==> config.mk <==
export PLATFORM = sky130hd
export DESIGN_NAME = spi_memory
export DESIGN_NICKNAME = d
export VERILOG_FILES = /design/src/hw/spi_mem_pkg.sv /design/src/hw/input_conditioner.sv /design/src/hw/shift_register.sv /design/src/hw/spi_fsm.sv /design/src/hw/data_memory.sv /design/src/hw/spi_memory.sv
export SDC_FILE = /design/constraint.sdc
export NUM_CORES = 1
export LEC_CHECK = 0
export ABC_AREA = 1
export BUFFER_PORTS_ARGS = -buffer_cell sky130_fd_sc_hd__buf_2
export CAP_MARGIN = 0
export CORE_MARGIN = 4
export CORE_UTILIZATION = 34
export CTS_CLUSTER_DIAMETER = 50
export CTS_CLUSTER_SIZE = 10
export DETAILED_ROUTE_END_ITERATION = 12
export PLACE_DENSITY = 0.45
export RECOVER_POWER = 100
export SYNTH_ARGS = -nofsm -noshare
export SYNTH_HDL_FRONTEND = slang
export SYNTH_SLANG_ARGS = --single-unit
==> constraint.sdc <==
create_clock -name clk -period 3.4 [get_ports clk]
set_input_delay 0.85 -clock clk [delete_from_list [all_inputs] [get_ports clk]]
set_output_delay 0.85 -clock clk [all_outputs]
set_load 0.005 [all_outputs]
==> src/hw/spi_mem_pkg.sv <==
package spi_mem_pkg;

	//----------------------------------------------------------------------
	// widths and sizes
	//----------------------------------------------------------------------
	localparam int addr_w = 7;
	localparam int data_w = 8;
	localparam int mem_depth = 128; // one entry per address
	localparam int cond_wait = 3; // stable clk cycles before a level is taken

	typedef logic [addr_w-1:0] addr_t; // memory address
	typedef logic [data_w-1:0] data_t; // one byte, memory or shifter

	// command byte as it lands in the shifter, msb first
	typedef struct packed {
		addr_t addr; // bits 7..1
		logic  rd;   // bit 0, 1 means read
	} spi_cmd_t;

	//----------------------------------------------------------------------
	// transaction fsm
	//----------------------------------------------------------------------
	typedef enum logic [2:0] {
		st_get,
		st_got,
		st_read0,
		st_read1,
		st_read2,
		st_write0,
		st_write1,
		st_done
	} spi_state_t;

	typedef struct packed {
		logic addr_we;   // latch address from shifter
		logic dm_we;     // write shifter into memory
		logic sr_we;     // parallel load shifter from memory
		logic miso_buff; // miso valid, goes out as miso_en
	} spi_strobes_t;

endpackage

==> src/hw/input_conditioner.sv <==
`timescale 1ns/10ps

module input_conditioner (
	input  logic clk,
	input  logic reset,
	input  logic noisy,       // raw pin, async to clk
	output logic conditioned, // filtered level
	output logic pos_edge,    // one cycle on filtered rise
	output logic neg_edge     // one cycle on filtered fall
);
	import spi_mem_pkg::*;

	localparam int cnt_w = $clog2(cond_wait + 1);

	logic sync0;
	logic sync1;
	logic [cnt_w-1:0] cnt; // cycles the new level has held

	// two flop synchronizer
	always_ff @(posedge clk) begin
		if (reset) begin
			sync0 <= 1'b0;
			sync1 <= 1'b0;
		end else begin
			sync0 <= noisy;
			sync1 <= sync0;
		end
	end

	//----------------------------------------------------------------------
	// debounce and edge pulses
	//----------------------------------------------------------------------
	always_ff @(posedge clk) begin
		if (reset) begin
			conditioned <= 1'b0;
			cnt <= '0;
			pos_edge <= 1'b0;
			neg_edge <= 1'b0;
		end else begin
			pos_edge <= 1'b0; // pulses default low
			neg_edge <= 1'b0;
			if (sync1 == conditioned) begin
				cnt <= '0; // glitch gone or nothing new
			end else if (cnt == cnt_w'(cond_wait - 1)) begin
				conditioned <= sync1; // held long enough, commit
				cnt <= '0;
				pos_edge <= sync1;
				neg_edge <= ~sync1;
			end else begin
				cnt <= cnt + 1'b1;
			end
		end
	end

	// an edge only after the new level sat in sync1 for cond_wait samples
	a_edge_debounced: assert property (@(posedge clk) disable iff (reset)
		(pos_edge || neg_edge) |-> ($past(sync1, cond_wait) == conditioned));

endmodule

==> src/hw/shift_register.sv <==
`timescale 1ns/10ps

module shift_register (
	input  logic               clk,
	input  logic               reset,
	input  logic               shift_en,  // sclk rising pulse
	input  logic               serial_in, // conditioned mosi
	input  logic               load_en,   // parallel load strobe
	input  spi_mem_pkg::data_t load_data, // memory read data
	output spi_mem_pkg::data_t q          // parallel out, q[7] feeds miso
);
	import spi_mem_pkg::*;

	data_t q_next;

	//----------------------------------------------------------------------
	// load beats shift
	//----------------------------------------------------------------------
	always_comb begin
		q_next = q;
		if (load_en) begin
			q_next = load_data;
		end else if (shift_en) begin
			q_next = {q[data_w-2:0], serial_in}; // msb first, new bit at 0
		end
	end

	always_ff @(posedge clk) begin
		if (reset) begin
			q <= '0;
		end else begin
			q <= q_next;
		end
	end

	// sclk only rises well after a load in a real transfer
	a_load_alone: assert property (@(posedge clk) disable iff (reset)
		load_en |-> !shift_en);

endmodule

==> src/hw/spi_fsm.sv <==
`timescale 1ns/10ps

module spi_fsm (
	input  logic                      clk,
	input  logic                      reset,
	input  logic                      clk_edge, // sclk rising pulse
	input  logic                      abort,    // conditioned cs, high = idle
	input  logic                      rw,       // rd bit of the command
	output spi_mem_pkg::spi_strobes_t strobes
);
	import spi_mem_pkg::*;

	spi_state_t state;
	logic [3:0] bit_cnt; // sclk rises seen in the current byte

	//----------------------------------------------------------------------
	// strobes straight from the state
	//----------------------------------------------------------------------
	always_comb begin
		strobes.addr_we   = (state == st_got);
		strobes.dm_we     = (state == st_write1);
		strobes.sr_we     = (state == st_read1);
		strobes.miso_buff = (state == st_read2);
	end

	//----------------------------------------------------------------------
	// state register
	//----------------------------------------------------------------------
	always_ff @(posedge clk) begin
		if (reset || abort) begin
			state <= st_get; // cs high drops any transfer
			bit_cnt <= '0;
		end else begin
			case (state)
				st_get: begin
					if (clk_edge) begin
						if (bit_cnt == 4'd7) begin
							state <= st_got; // command byte complete
							bit_cnt <= '0;
						end else begin
							bit_cnt <= bit_cnt + 1'b1;
						end
					end
				end
				st_got: begin
					// one cycle, address latched here
					bit_cnt <= '0;
					if (rw) begin
						state <= st_read0;
					end else begin
						state <= st_write0;
					end
				end
				st_read0: begin
					state <= st_read1; // memory read settles
				end
				st_read1: begin
					state <= st_read2; // shifter loads read data
				end
				st_read2: begin
					// host clocks the byte out
					if (clk_edge) begin
						if (bit_cnt == 4'd7) begin
							state <= st_done;
							bit_cnt <= '0;
						end else begin
							bit_cnt <= bit_cnt + 1'b1;
						end
					end
				end
				st_write0: begin
					if (clk_edge) begin
						if (bit_cnt == 4'd7) begin
							state <= st_write1; // data byte complete
							bit_cnt <= '0;
						end else begin
							bit_cnt <= bit_cnt + 1'b1;
						end
					end
				end
				st_write1: begin
					state <= st_done; // memory takes the byte this cycle
				end
				st_done: begin
					state <= st_done; // wait here for cs to rise
					bit_cnt <= '0;
				end
			endcase
		end
	end

	//----------------------------------------------------------------------
	// checks
	//----------------------------------------------------------------------
	// a rise in the branch cycle would never be counted
	a_branch_no_rise: assert property (@(posedge clk) disable iff (reset)
		strobes.addr_we |-> !clk_edge);

	// host raises cs only after the write cycle has passed
	a_no_write_abort: assert property (@(posedge clk) disable iff (reset)
		abort |-> !strobes.dm_we);

endmodule

==> src/hw/data_memory.sv <==
`timescale 1ns/10ps

module data_memory (
	input  logic               clk,
	input  logic               we,    // write strobe from fsm
	input  spi_mem_pkg::addr_t addr,  // latched address
	input  spi_mem_pkg::data_t wdata, // shifter contents
	output spi_mem_pkg::data_t rdata
);
	import spi_mem_pkg::*;

	data_t mem [mem_depth]; // contents undefined until written

	// synchronous write
	always_ff @(posedge clk) begin
		if (we) begin
			mem[addr] <= wdata;
		end
	end

	assign rdata = mem[addr]; // combinational read, ready in st_read0

endmodule

==> src/hw/spi_memory.sv <==
`timescale 1ns/10ps

module spi_memory (
	input  logic clk,
	input  logic reset,
	input  logic sclk,
	input  logic cs,      // active low chip select
	input  logic mosi,
	output logic miso,
	output logic miso_en  // miso valid, stands in for the tri-state enable
);
	import spi_mem_pkg::*;

	logic         cs_n;       // inverted pin so the conditioner resets to idle
	logic         cs_n_cond;
	logic         cs_level;   // conditioned cs
	logic         sclk_rise;
	logic         sclk_fall;
	logic         mosi_cond;
	spi_strobes_t strobes;
	data_t        sr_q;
	data_t        rdata;
	spi_cmd_t     cmd;
	addr_t        addr_q;     // address latch
	logic         miso_q;

	//----------------------------------------------------------------------
	// pin conditioning
	//----------------------------------------------------------------------
	assign cs_n = ~cs;

	input_conditioner u_sclk_cond (
		.clk(clk), .reset(reset), .noisy(sclk),
		.conditioned(), .pos_edge(sclk_rise), .neg_edge(sclk_fall)
	);

	input_conditioner u_cs_cond (
		.clk(clk), .reset(reset), .noisy(cs_n),
		.conditioned(cs_n_cond), .pos_edge(), .neg_edge()
	);

	input_conditioner u_mosi_cond (
		.clk(clk), .reset(reset), .noisy(mosi),
		.conditioned(mosi_cond), .pos_edge(), .neg_edge()
	);

	assign cs_level = ~cs_n_cond; // high after reset

	//----------------------------------------------------------------------
	// control and datapath
	//----------------------------------------------------------------------
	spi_fsm u_fsm (
		.clk(clk), .reset(reset), .clk_edge(sclk_rise),
		.abort(cs_level), .rw(cmd.rd), .strobes(strobes)
	);

	shift_register u_sr (
		.clk(clk), .reset(reset), .shift_en(sclk_rise), .serial_in(mosi_cond),
		.load_en(strobes.sr_we), .load_data(rdata), .q(sr_q)
	);

	assign cmd = spi_cmd_t'(sr_q); // command byte view of the shifter

	// address taken once, in st_got
	always_ff @(posedge clk) begin
		if (strobes.addr_we) begin
			addr_q <= cmd.addr;
		end
	end

	data_memory u_mem (
		.clk(clk), .we(strobes.dm_we), .addr(addr_q),
		.wdata(sr_q), .rdata(rdata)
	);

	// miso changes on sclk fall, host samples on the rise
	always_ff @(posedge clk) begin
		if (reset) begin
			miso_q <= 1'b0;
		end else if (sclk_fall) begin
			miso_q <= sr_q[data_w-1];
		end
	end

	assign miso    = miso_q;
	assign miso_en = strobes.miso_buff;

endmodule

==> results of run 1 <==
## metal layers
metal	up-vias	track usage (%)	wire length, um
li1	13200	-	-
met1	13800	26.8	58000
met2	721	29.1	58700
met3	179	3.19	7040
met4	0	4.87	2630
met5	-	0	0
## report_power, final
group | switching (uW) | leakage, uW | internal (uW)
clock network | 5390 | 0.00196 | 7720
logic | 10.6 | 0.00384 | 4.82
registers | 3.10 | 0.0123 | 14200
## metrics by stage
step	instances	hold slack, ns	total power [uW]	setup WS [ns]	instance area, um^2
floorplan	3733	0.388	14500	0.980	43700
global placement	5289	0.394	14500	0.657	45600
detailed placement	5289	0.401	14500	0.691	45600
CTS	5503	0.216	27700	0.657	49600
global route	5503	0.248	28200	0.248	49300
finish	5503	0.263	27400	0.393	49300
## final timing paths
check	from	end	slack, ns	cells after the start
worst max-delay path	u_sr.q[3]	u_mem.mem[28][3]	0.39	1
worst min-delay path	cs	u_cs_cond.sync0	0.26	2
worst max register to register	u_sr.q[3]	u_mem.mem[28][3]	0.39	1
worst min register to register	u_sclk_cond.sync0	u_sclk_cond.sync1	0.41	2
## layout make-up
type	instances	share of cell area, %
sequential	1071	64.4
clock buffer	172	7.52
timing repair buffer	127	1.96
clock inverter	42	0.584
multi-input combinational	2383	20.9
tap	1662	4.22
inverter	46	0.403
## logic make-up after synthesis
group                      count (synthesis)  synth area share (%)
AOI/OAI and AO/OA                         54                 0.653
xor gates and xnor gates                   1                0.0201
adders and majority gates                  4                 0.115
buffers and inverters                    279                  3.72
DFF                                     1071                  72.7
and+or+nand+nor                         2324                  22.8
## cell usage in the layout (no fill, tap or decap), types with 13 or more instances in the layout
master / instances
a21oi_1: 19
buf_12: 21
buf_4: 33
clkbuf_1: 87
clkbuf_16: 144
clkinv_1: 14
clkinv_2: 13
dfxtp_1: 34
edfxtp_1: 1031
inv_1: 42
nand2_1: 1196
nand3_1: 957
nor2_1: 157
o21ai_0: 29
## registers in the layout (all words and copies together), names as in the netlist, 2 cells and up, named ones only
name             cells
u_sr.q               8
u_sclk_cond.cnt      2
addr_q               7
u_cs_cond.cnt        2
u_fsm.state          3
u_mem.mem         1024
u_fsm.bit_cnt        4
u_mosi_cond.cnt      2
==> impl_metrics.toml, run 1 <==
[clock_network]
cts_hold_buf = 0
cts_sinks = 1071
clk_pin_slew_ns = 0.05
h-tree-depth = 4
cts_root_buffer = "clkbuf_16"
post_cts_buffers = 0
worstSkewPairLatency_ns = 0.74
numCtsBuffers = 138
tritoncts = "done"
ctsResizeCount = 0
cts.path.max_buffers = 3

[worst_setup_path]
path_cells = "clkbuf_2"
slowest_delay_ns = 1.65
crit_arrival_ns = 3.39
cp_slowest_cell = "dfxtp_1"
crit_family = "flip-flops"
endpoint_kind = "register"
required_ns = 3.78
worstPathMaxFanout = 39
startpoint_type = "register"
critical_path_class = "reg2reg"
crit_buf_inv = 1

[grt]
global_route.overflow_total = 0
grt_max_degree = 168
grt_pass1_wl_um = 187000
antenna_found_initial = 1
grt_pass1_vias = 26900
gr-usage-all-layers_pct = 18.6

[routing]
wirelength_um = 126000
avgRoutedWirePerCell_um = 23.0
drc = 0
drt_iter0_markers = 2495
drt-pass1-iter-count = 5
antenna_left = 0
vias = 27900
viasPerCell = 5.08

[synth]
yosysWarnings = 0
ys_types = 27
syn_nets = 3742
synth-edff-count = 1031
syn_area_per_cell_um2 = 11.7
synth_most_common_cell = "nand2_1"
synthTopCellsByCount = "nand2_1, edfxtp_1, nand3_1"
syn_area_um2 = 43700
synth_seq_area_share_pct = 72.7
synth-seq-cells = 1071
synth_cells = 3733
synth_top_area_share_pct = 70.9
synth-main-ff-cell = "edfxtp_1"
synthArstFlopShare_pct = 0
synthTopCellsByArea = "edfxtp_1, nand3_1, nand2_1, dfxtp_1, nor2_1"
synth_top_cell_by_area = "edfxtp_1"

[placed_design]
gp_congestion = 0.781
post-dp-hpwl_um = 70700
io_buffers = 6

[power]
vdd_drop_max_mv = 0.501
leakagePower_uw = 0.0181
p_per_area_nw_per_um2 = 555

[final_layout]
multi_input_area_um2 = 10300
diodes = 0
area_growth_pct = 12.9
drive_gt1_share_pct = 6.56
layout.area.seq_um2 = 31800
final_util_pct = 38.7
final_nets = 3776
n_fill_cell = 12300

[outcome]
status = "finished with violations"
violations = "max-capacitance violations, max-slew violations"

[floorplanning]
dieArea_um2 = 134000
core_region_area_um2 = 128000
io_pins = 7
fp.dieW_um = 366
row_count = 131
initial_core_util_pct = 34.2
die_y_um = 366

[sta]
finalSetupViolations = 0
fin_crit_sh_pct = 88.5
finalSetupTns_ns = 0
max-slew-margin-rel_pct = -77.0
drv_slew = 270
max_freq_ghz = 0.333
fin_crit_ns = 3.01
tightest_slew_ns = 2.65
skew_ns = 0.0296
rsz0062_at_grt = "no"
hold_violations = 0

[hold_path]
hold_class = "in2reg"

[run]
maxCapViolCount = 6
No activity file was read; power rests on OpenSTA's default activity.
==> run 2, diff against run 1 <==
--- a/config.mk
+++ b/config.mk
@@ -14,7 +14,7 @@
 export CTS_CLUSTER_SIZE = 10
 export DETAILED_ROUTE_END_ITERATION = 12
 export PLACE_DENSITY = 0.45
-export RECOVER_POWER = 100
+export RECOVER_POWER = 25
 export SYNTH_ARGS = -nofsm -noshare
 export SYNTH_HDL_FRONTEND = slang
 export SYNTH_SLANG_ARGS = --single-unit
==> impl_metrics.toml, run 2 (same netlist as run 1, synthesis figures left out) <==
[clock_network]
h-tree-depth = 4
post_cts_buffers = 0
tritoncts = "done"
worstSkewPairLatency_ns = 0.74
cts_sinks = 1071
ctsResizeCount = 0
cts.path.max_buffers = 3
cts_hold_buf = 0
numCtsBuffers = 138
cts_root_buffer = "clkbuf_16"
clk_pin_slew_ns = 0.05

[power]
vdd_drop_max_mv = 0.506
swShare_pct = 19.7
p_per_area_nw_per_um2 = 552
p_total_uw = 27400
clockPowerShare_pct = 47.9
seqPwrFrac_pct = 52.1
p_switching_uw = 5400
p_comb_share_pct = 0.1
intPower_uw = 22000
leakagePower_uw = 0.0184

[routing]
antenna_left = 0
drt_iter0_markers = 2554
vias = 27900
wirelength_um = 126000
viasPerCell = 5.08
avgRoutedWirePerCell_um = 22.9
drc = 0
drt-pass1-iter-count = 5

[worst_setup_path]
endpoint_kind = "register"
r2r-start = "u_sr.q[1]"
crit_arrival_ns = 3.29
required_ns = 3.76
slowest_delay_ns = 1.38
crit_buf_inv = 1
reg2reg_slack_ns = 0.47
crit_family = "flip-flops"
cp_slowest_cell = "dfxtp_1"
path_cells = "clkbuf_4"
startpoint = "u_sr.q[1]"
startpoint_type = "register"
critical_path_class = "reg2reg"
worstPathMaxFanout = 76

[placed_design]
gp_congestion = 0.781
dpl.cell_count = 5289
placed_area_um2 = 45600
post-dp-hpwl_um = 70700
io_buffers = 6
preCtsSetupSlack_ns = 0.691

[run]
maxCapViolCount = 7

[grt]
grt_pass1_wl_um = 187000
grt_max_degree = 168
grt_pass1_vias = 26900
global_route.overflow_total = 0
antenna_found_initial = 1
gr-usage-all-layers_pct = 18.6

[floorplanning]
row_count = 131
fp.dieW_um = 366
initial_core_util_pct = 34.2
io_pins = 7
dieArea_um2 = 134000
die_y_um = 366
core_region_area_um2 = 128000

[sta]
hold_violations = 0
finalSetupViolations = 0
max_freq_ghz = 0.341
skew_ns = 0.0281
fin_crit_sh_pct = 86.2
fin_ws_ns = 0.471
finalSetupTns_ns = 0
tightest_slew_ns = 2.66
drv_slew = 332
fin_crit_ns = 2.93
max-slew-margin-rel_pct = -77.4
rsz0062_at_grt = "no"

[final_layout]
drive_gt1_share_pct = 8.10
final_cell_mix = "nand2_1, edfxtp_1, nand3_1"
largest_reg_flops = 1024
final_common_cell = "nand2_1"
final_nets = 3776
regMostFlops = "u_mem.mem"
final_cells = 5503
fin_area_um2 = 49600
diodes = 0
top_regs = "u_mem.mem: 1024 flops, u_sr.q: 8 flops, addr_q: 7 flops"
area_growth_pct = 13.5

[outcome]
status = "finished with violations"
violations = "max-capacitance violations, max-slew violations"

[hold_path]
hold_class = "in2reg"
min_from = "cs"
==> run 2: layer usage <==
metal  GRT usage, %  routed length [um]  vias up
met5              0                   0        -
met4           4.87                2670        0
met3           3.19                6610      184
met2           29.1               58400      681
met1           26.8               58500    13800
li1               -                   -    13200
==> run 2: layout make-up <==
class                      instances  area, um^2
fill                           12200       77900
sequential                      1071       31800
multi-input combinational       2383       10300
clock buffer                     172        3710
tap                             1662        2080
timing repair buffer             127        1230
clock inverter                    42         288
inverter                          46         199
==> run 2: final timing paths <==
kind	depth (start not counted)	to
setup reg to reg	1	u_mem.mem[31][1]
hold reg to reg	2	u_sclk_cond.sync1
setup / recovery	1	u_mem.mem[31][1]
hold / removal	2	u_cs_cond.sync0
==> run 2: stage by stage <==
| stage | hold WS, ns | utilization [%] |
|---|---|---|
| floorplan | 0.388 | - |
| global placement | 0.394 | 35.8 |
| detailed placement | 0.401 | 35.8 |
| CTS | 0.216 | 38.9 |
| global route | 0.248 | 38.9 |
| finish | 0.261 | 38.9 |
==> run 2: power groups by stage <==
stage | registers [uW] | logic (uW) | clock network [uW]
CTS | 14200 | 16.3 | 13400
global placement | 14500 | 16.1 | 0
detailed placement | 14500 | 16.3 | 0
floorplan | 14500 | 9.13 | 0
global route | 14200 | 18.5 | 14000
finish | 14300 | 15.5 | 13100
==> run 3, diff against run 2 <==
--- a/config.mk
+++ b/config.mk
@@ -17,4 +17,6 @@
 export RECOVER_POWER = 25
 export SYNTH_ARGS = -nofsm -noshare
 export SYNTH_HDL_FRONTEND = slang
+export SYNTH_HIERARCHICAL = 1
 export SYNTH_SLANG_ARGS = --single-unit
+export TNS_END_PERCENT = 10
==> constraint.sdc (replaced) <==
create_clock -name clk -period 3.4 [get_ports clk]
set_input_delay 0.85 -clock clk [delete_from_list [all_inputs] [get_ports clk]]
set_output_delay 0.85 -clock clk [all_outputs]
set_load 0.01 [all_outputs]
==> impl_metrics.toml, run 3 <==
[synth]
syn_area_um2 = 45600
syn_area_per_cell_um2 = 9.86
yosysWarnings = 6
syn_nets = 4632
synth_cells = 4623

[grt]
antenna_found_initial = 2
grt_max_degree = 149
grt_pass1_vias = 30100
grt_pass1_wl_um = 195000
gr-usage-all-layers_pct = 18.4
global_route.overflow_total = 0

[floorplanning]
die_y_um = 374
row_count = 134
io_pins = 7
dieArea_um2 = 140000
initial_core_util_pct = 34.2
core_region_area_um2 = 133000
fp.dieW_um = 374

[clock_network]
h-tree-depth = 4
numCtsBuffers = 145
cts_root_buffer = "clkbuf_16"
tritoncts = "done"
cts_sinks = 1064
clk_pin_slew_ns = 0.05
worstSkewPairLatency_ns = 0.76
post_cts_buffers = 0
cts.path.max_buffers = 3
ctsResizeCount = 0
cts_hold_buf = 0

[final_layout]
largest_reg_flops = 1024
fin_area_um2 = 53000
final_nets = 4760
area_growth_pct = 16.3
final_common_cell = "nand2_1"
diodes = 0
final_cell_mix = "nand2_1, edfxtp_1, nor2_1"
final_util_pct = 39.8
regMostFlops = "u_mem/mem"
n_fill_cell = 13200
drive_gt1_share_pct = 8.93
top_regs = "u_mem/mem: 1024 flops, u_sr/q: 8 flops, addr_q: 7 flops"

[sta]
finalSetupTns_ns = 0
drv_slew = 350
skew_ns = 0.0247
finalSetupViolations = 0
max_freq_ghz = 0.325
fin_ws_ns = 0.327
fin_crit_ns = 3.07
fin_crit_sh_pct = 90.4
rsz0062_at_grt = "no"
hold_violations = 0
tightest_slew_ns = 2.83
max-slew-margin-rel_pct = -89.0

[outcome]
status = "finished with violations"
violations = "max-capacitance violations, max-slew violations"

[power]
p_switching_uw = 5640
seqPwrFrac_pct = 49.4
p_total_uw = 28700
intPower_uw = 23100
clockPowerShare_pct = 50.6
p_per_area_nw_per_um2 = 542
leakagePower_uw = 0.0226
swShare_pct = 19.6
p_comb_share_pct = 0.1
vdd_drop_max_mv = 0.459

[worst_setup_path]
path_cells = "buf_4"
path_depth = 1
worstPathMaxFanout = 53
slowest_delay_ns = 2.25
r2r_cells = 1
crit_buf_inv = 1
crit_family = "flip-flops"
crit_arrival_ns = 3.61
cp_slowest_cell = "dfxtp_1"
critical_path_class = "reg2reg"
endpoint_kind = "register"
required_ns = 3.94
startpoint_type = "register"

[routing]
drc = 0
vias = 30800
dr_wl_met3_um = 6440
met2_length_um = 60800
drt_iter0_markers = 2235
avgRoutedWirePerCell_um = 19.7
top_layer = "met4"
antenna_left = 0
wirelength_um = 130000
viasPerCell = 4.67
wl_met1_um = 59500
drt-pass1-iter-count = 5

[placed_design]
placed_area_um2 = 48500
post-dp-hpwl_um = 75600
gp_congestion = 0.798
preCtsSetupSlack_ns = 0.462
io_buffers = 6

[hold_path]
hold_class = "in2reg"
min_path_cells = 3

[run]
maxCapViolCount = 7
[run 3: path summary, 6_finish.rpt]
| kind | startpoint | to | slack (ns) |
|---|---|---|---|
| worst max-delay path | u_sr/q[1] | u_mem/mem[9][1] | 0.33 |
| worst min-delay path | sclk | u_sclk_cond/sync0 | 0.30 |
| worst min register to register | u_sclk_cond/sync0 | u_sclk_cond/sync1 | 0.40 |
| worst max register to register | u_sr/q[1] | u_mem/mem[9][1] | 0.33 |
[run 3: area by class of cell]
cell class	count	area, um^2	area share [%]
Inverter	120	477	0.900
Timing Repair Buffer	199	1810	3.41
Multi-Input combinational cell	3221	12300	23.3
Clock inverter	66	726	1.37
Tap cell	1768	2210	4.17
Clock buffer	167	3820	7.20
Sequential cell	1064	31600	59.7
[run 3: power groups by stage]
| stage | Sequential [uW] | Clock, uW | Combinational, uW |
|---|---|---|---|
| finish | 14200 | 14500 | 16.1 |
| global route | 14200 | 15500 | 19.3 |
| CTS | 14200 | 14900 | 17.6 |
| detailed placement | 14400 | 0 | 17.5 |
| global placement | 14400 | 0 | 17.0 |
| floorplan | 14400 | 0 | 9.48 |
[run 3: stage by stage]
stage          instances  hold WS [ns]
3_3_place_gp        6372         0.394
2_1_floorplan       4623         0.388
5_1_grt             6605         0.273
6_report            6605         0.299
3_5_place_dp        6372         0.397
4_1_cts             6605         0.227
[run 3: layer usage]
metal / GRT usage [%] / up-vias
met5: 0 / -
met4: 5.74 / 0
met3: 3.24 / 205
met2: 29.6 / 706
met1: 25.5 / 14800
li1: - / 15100
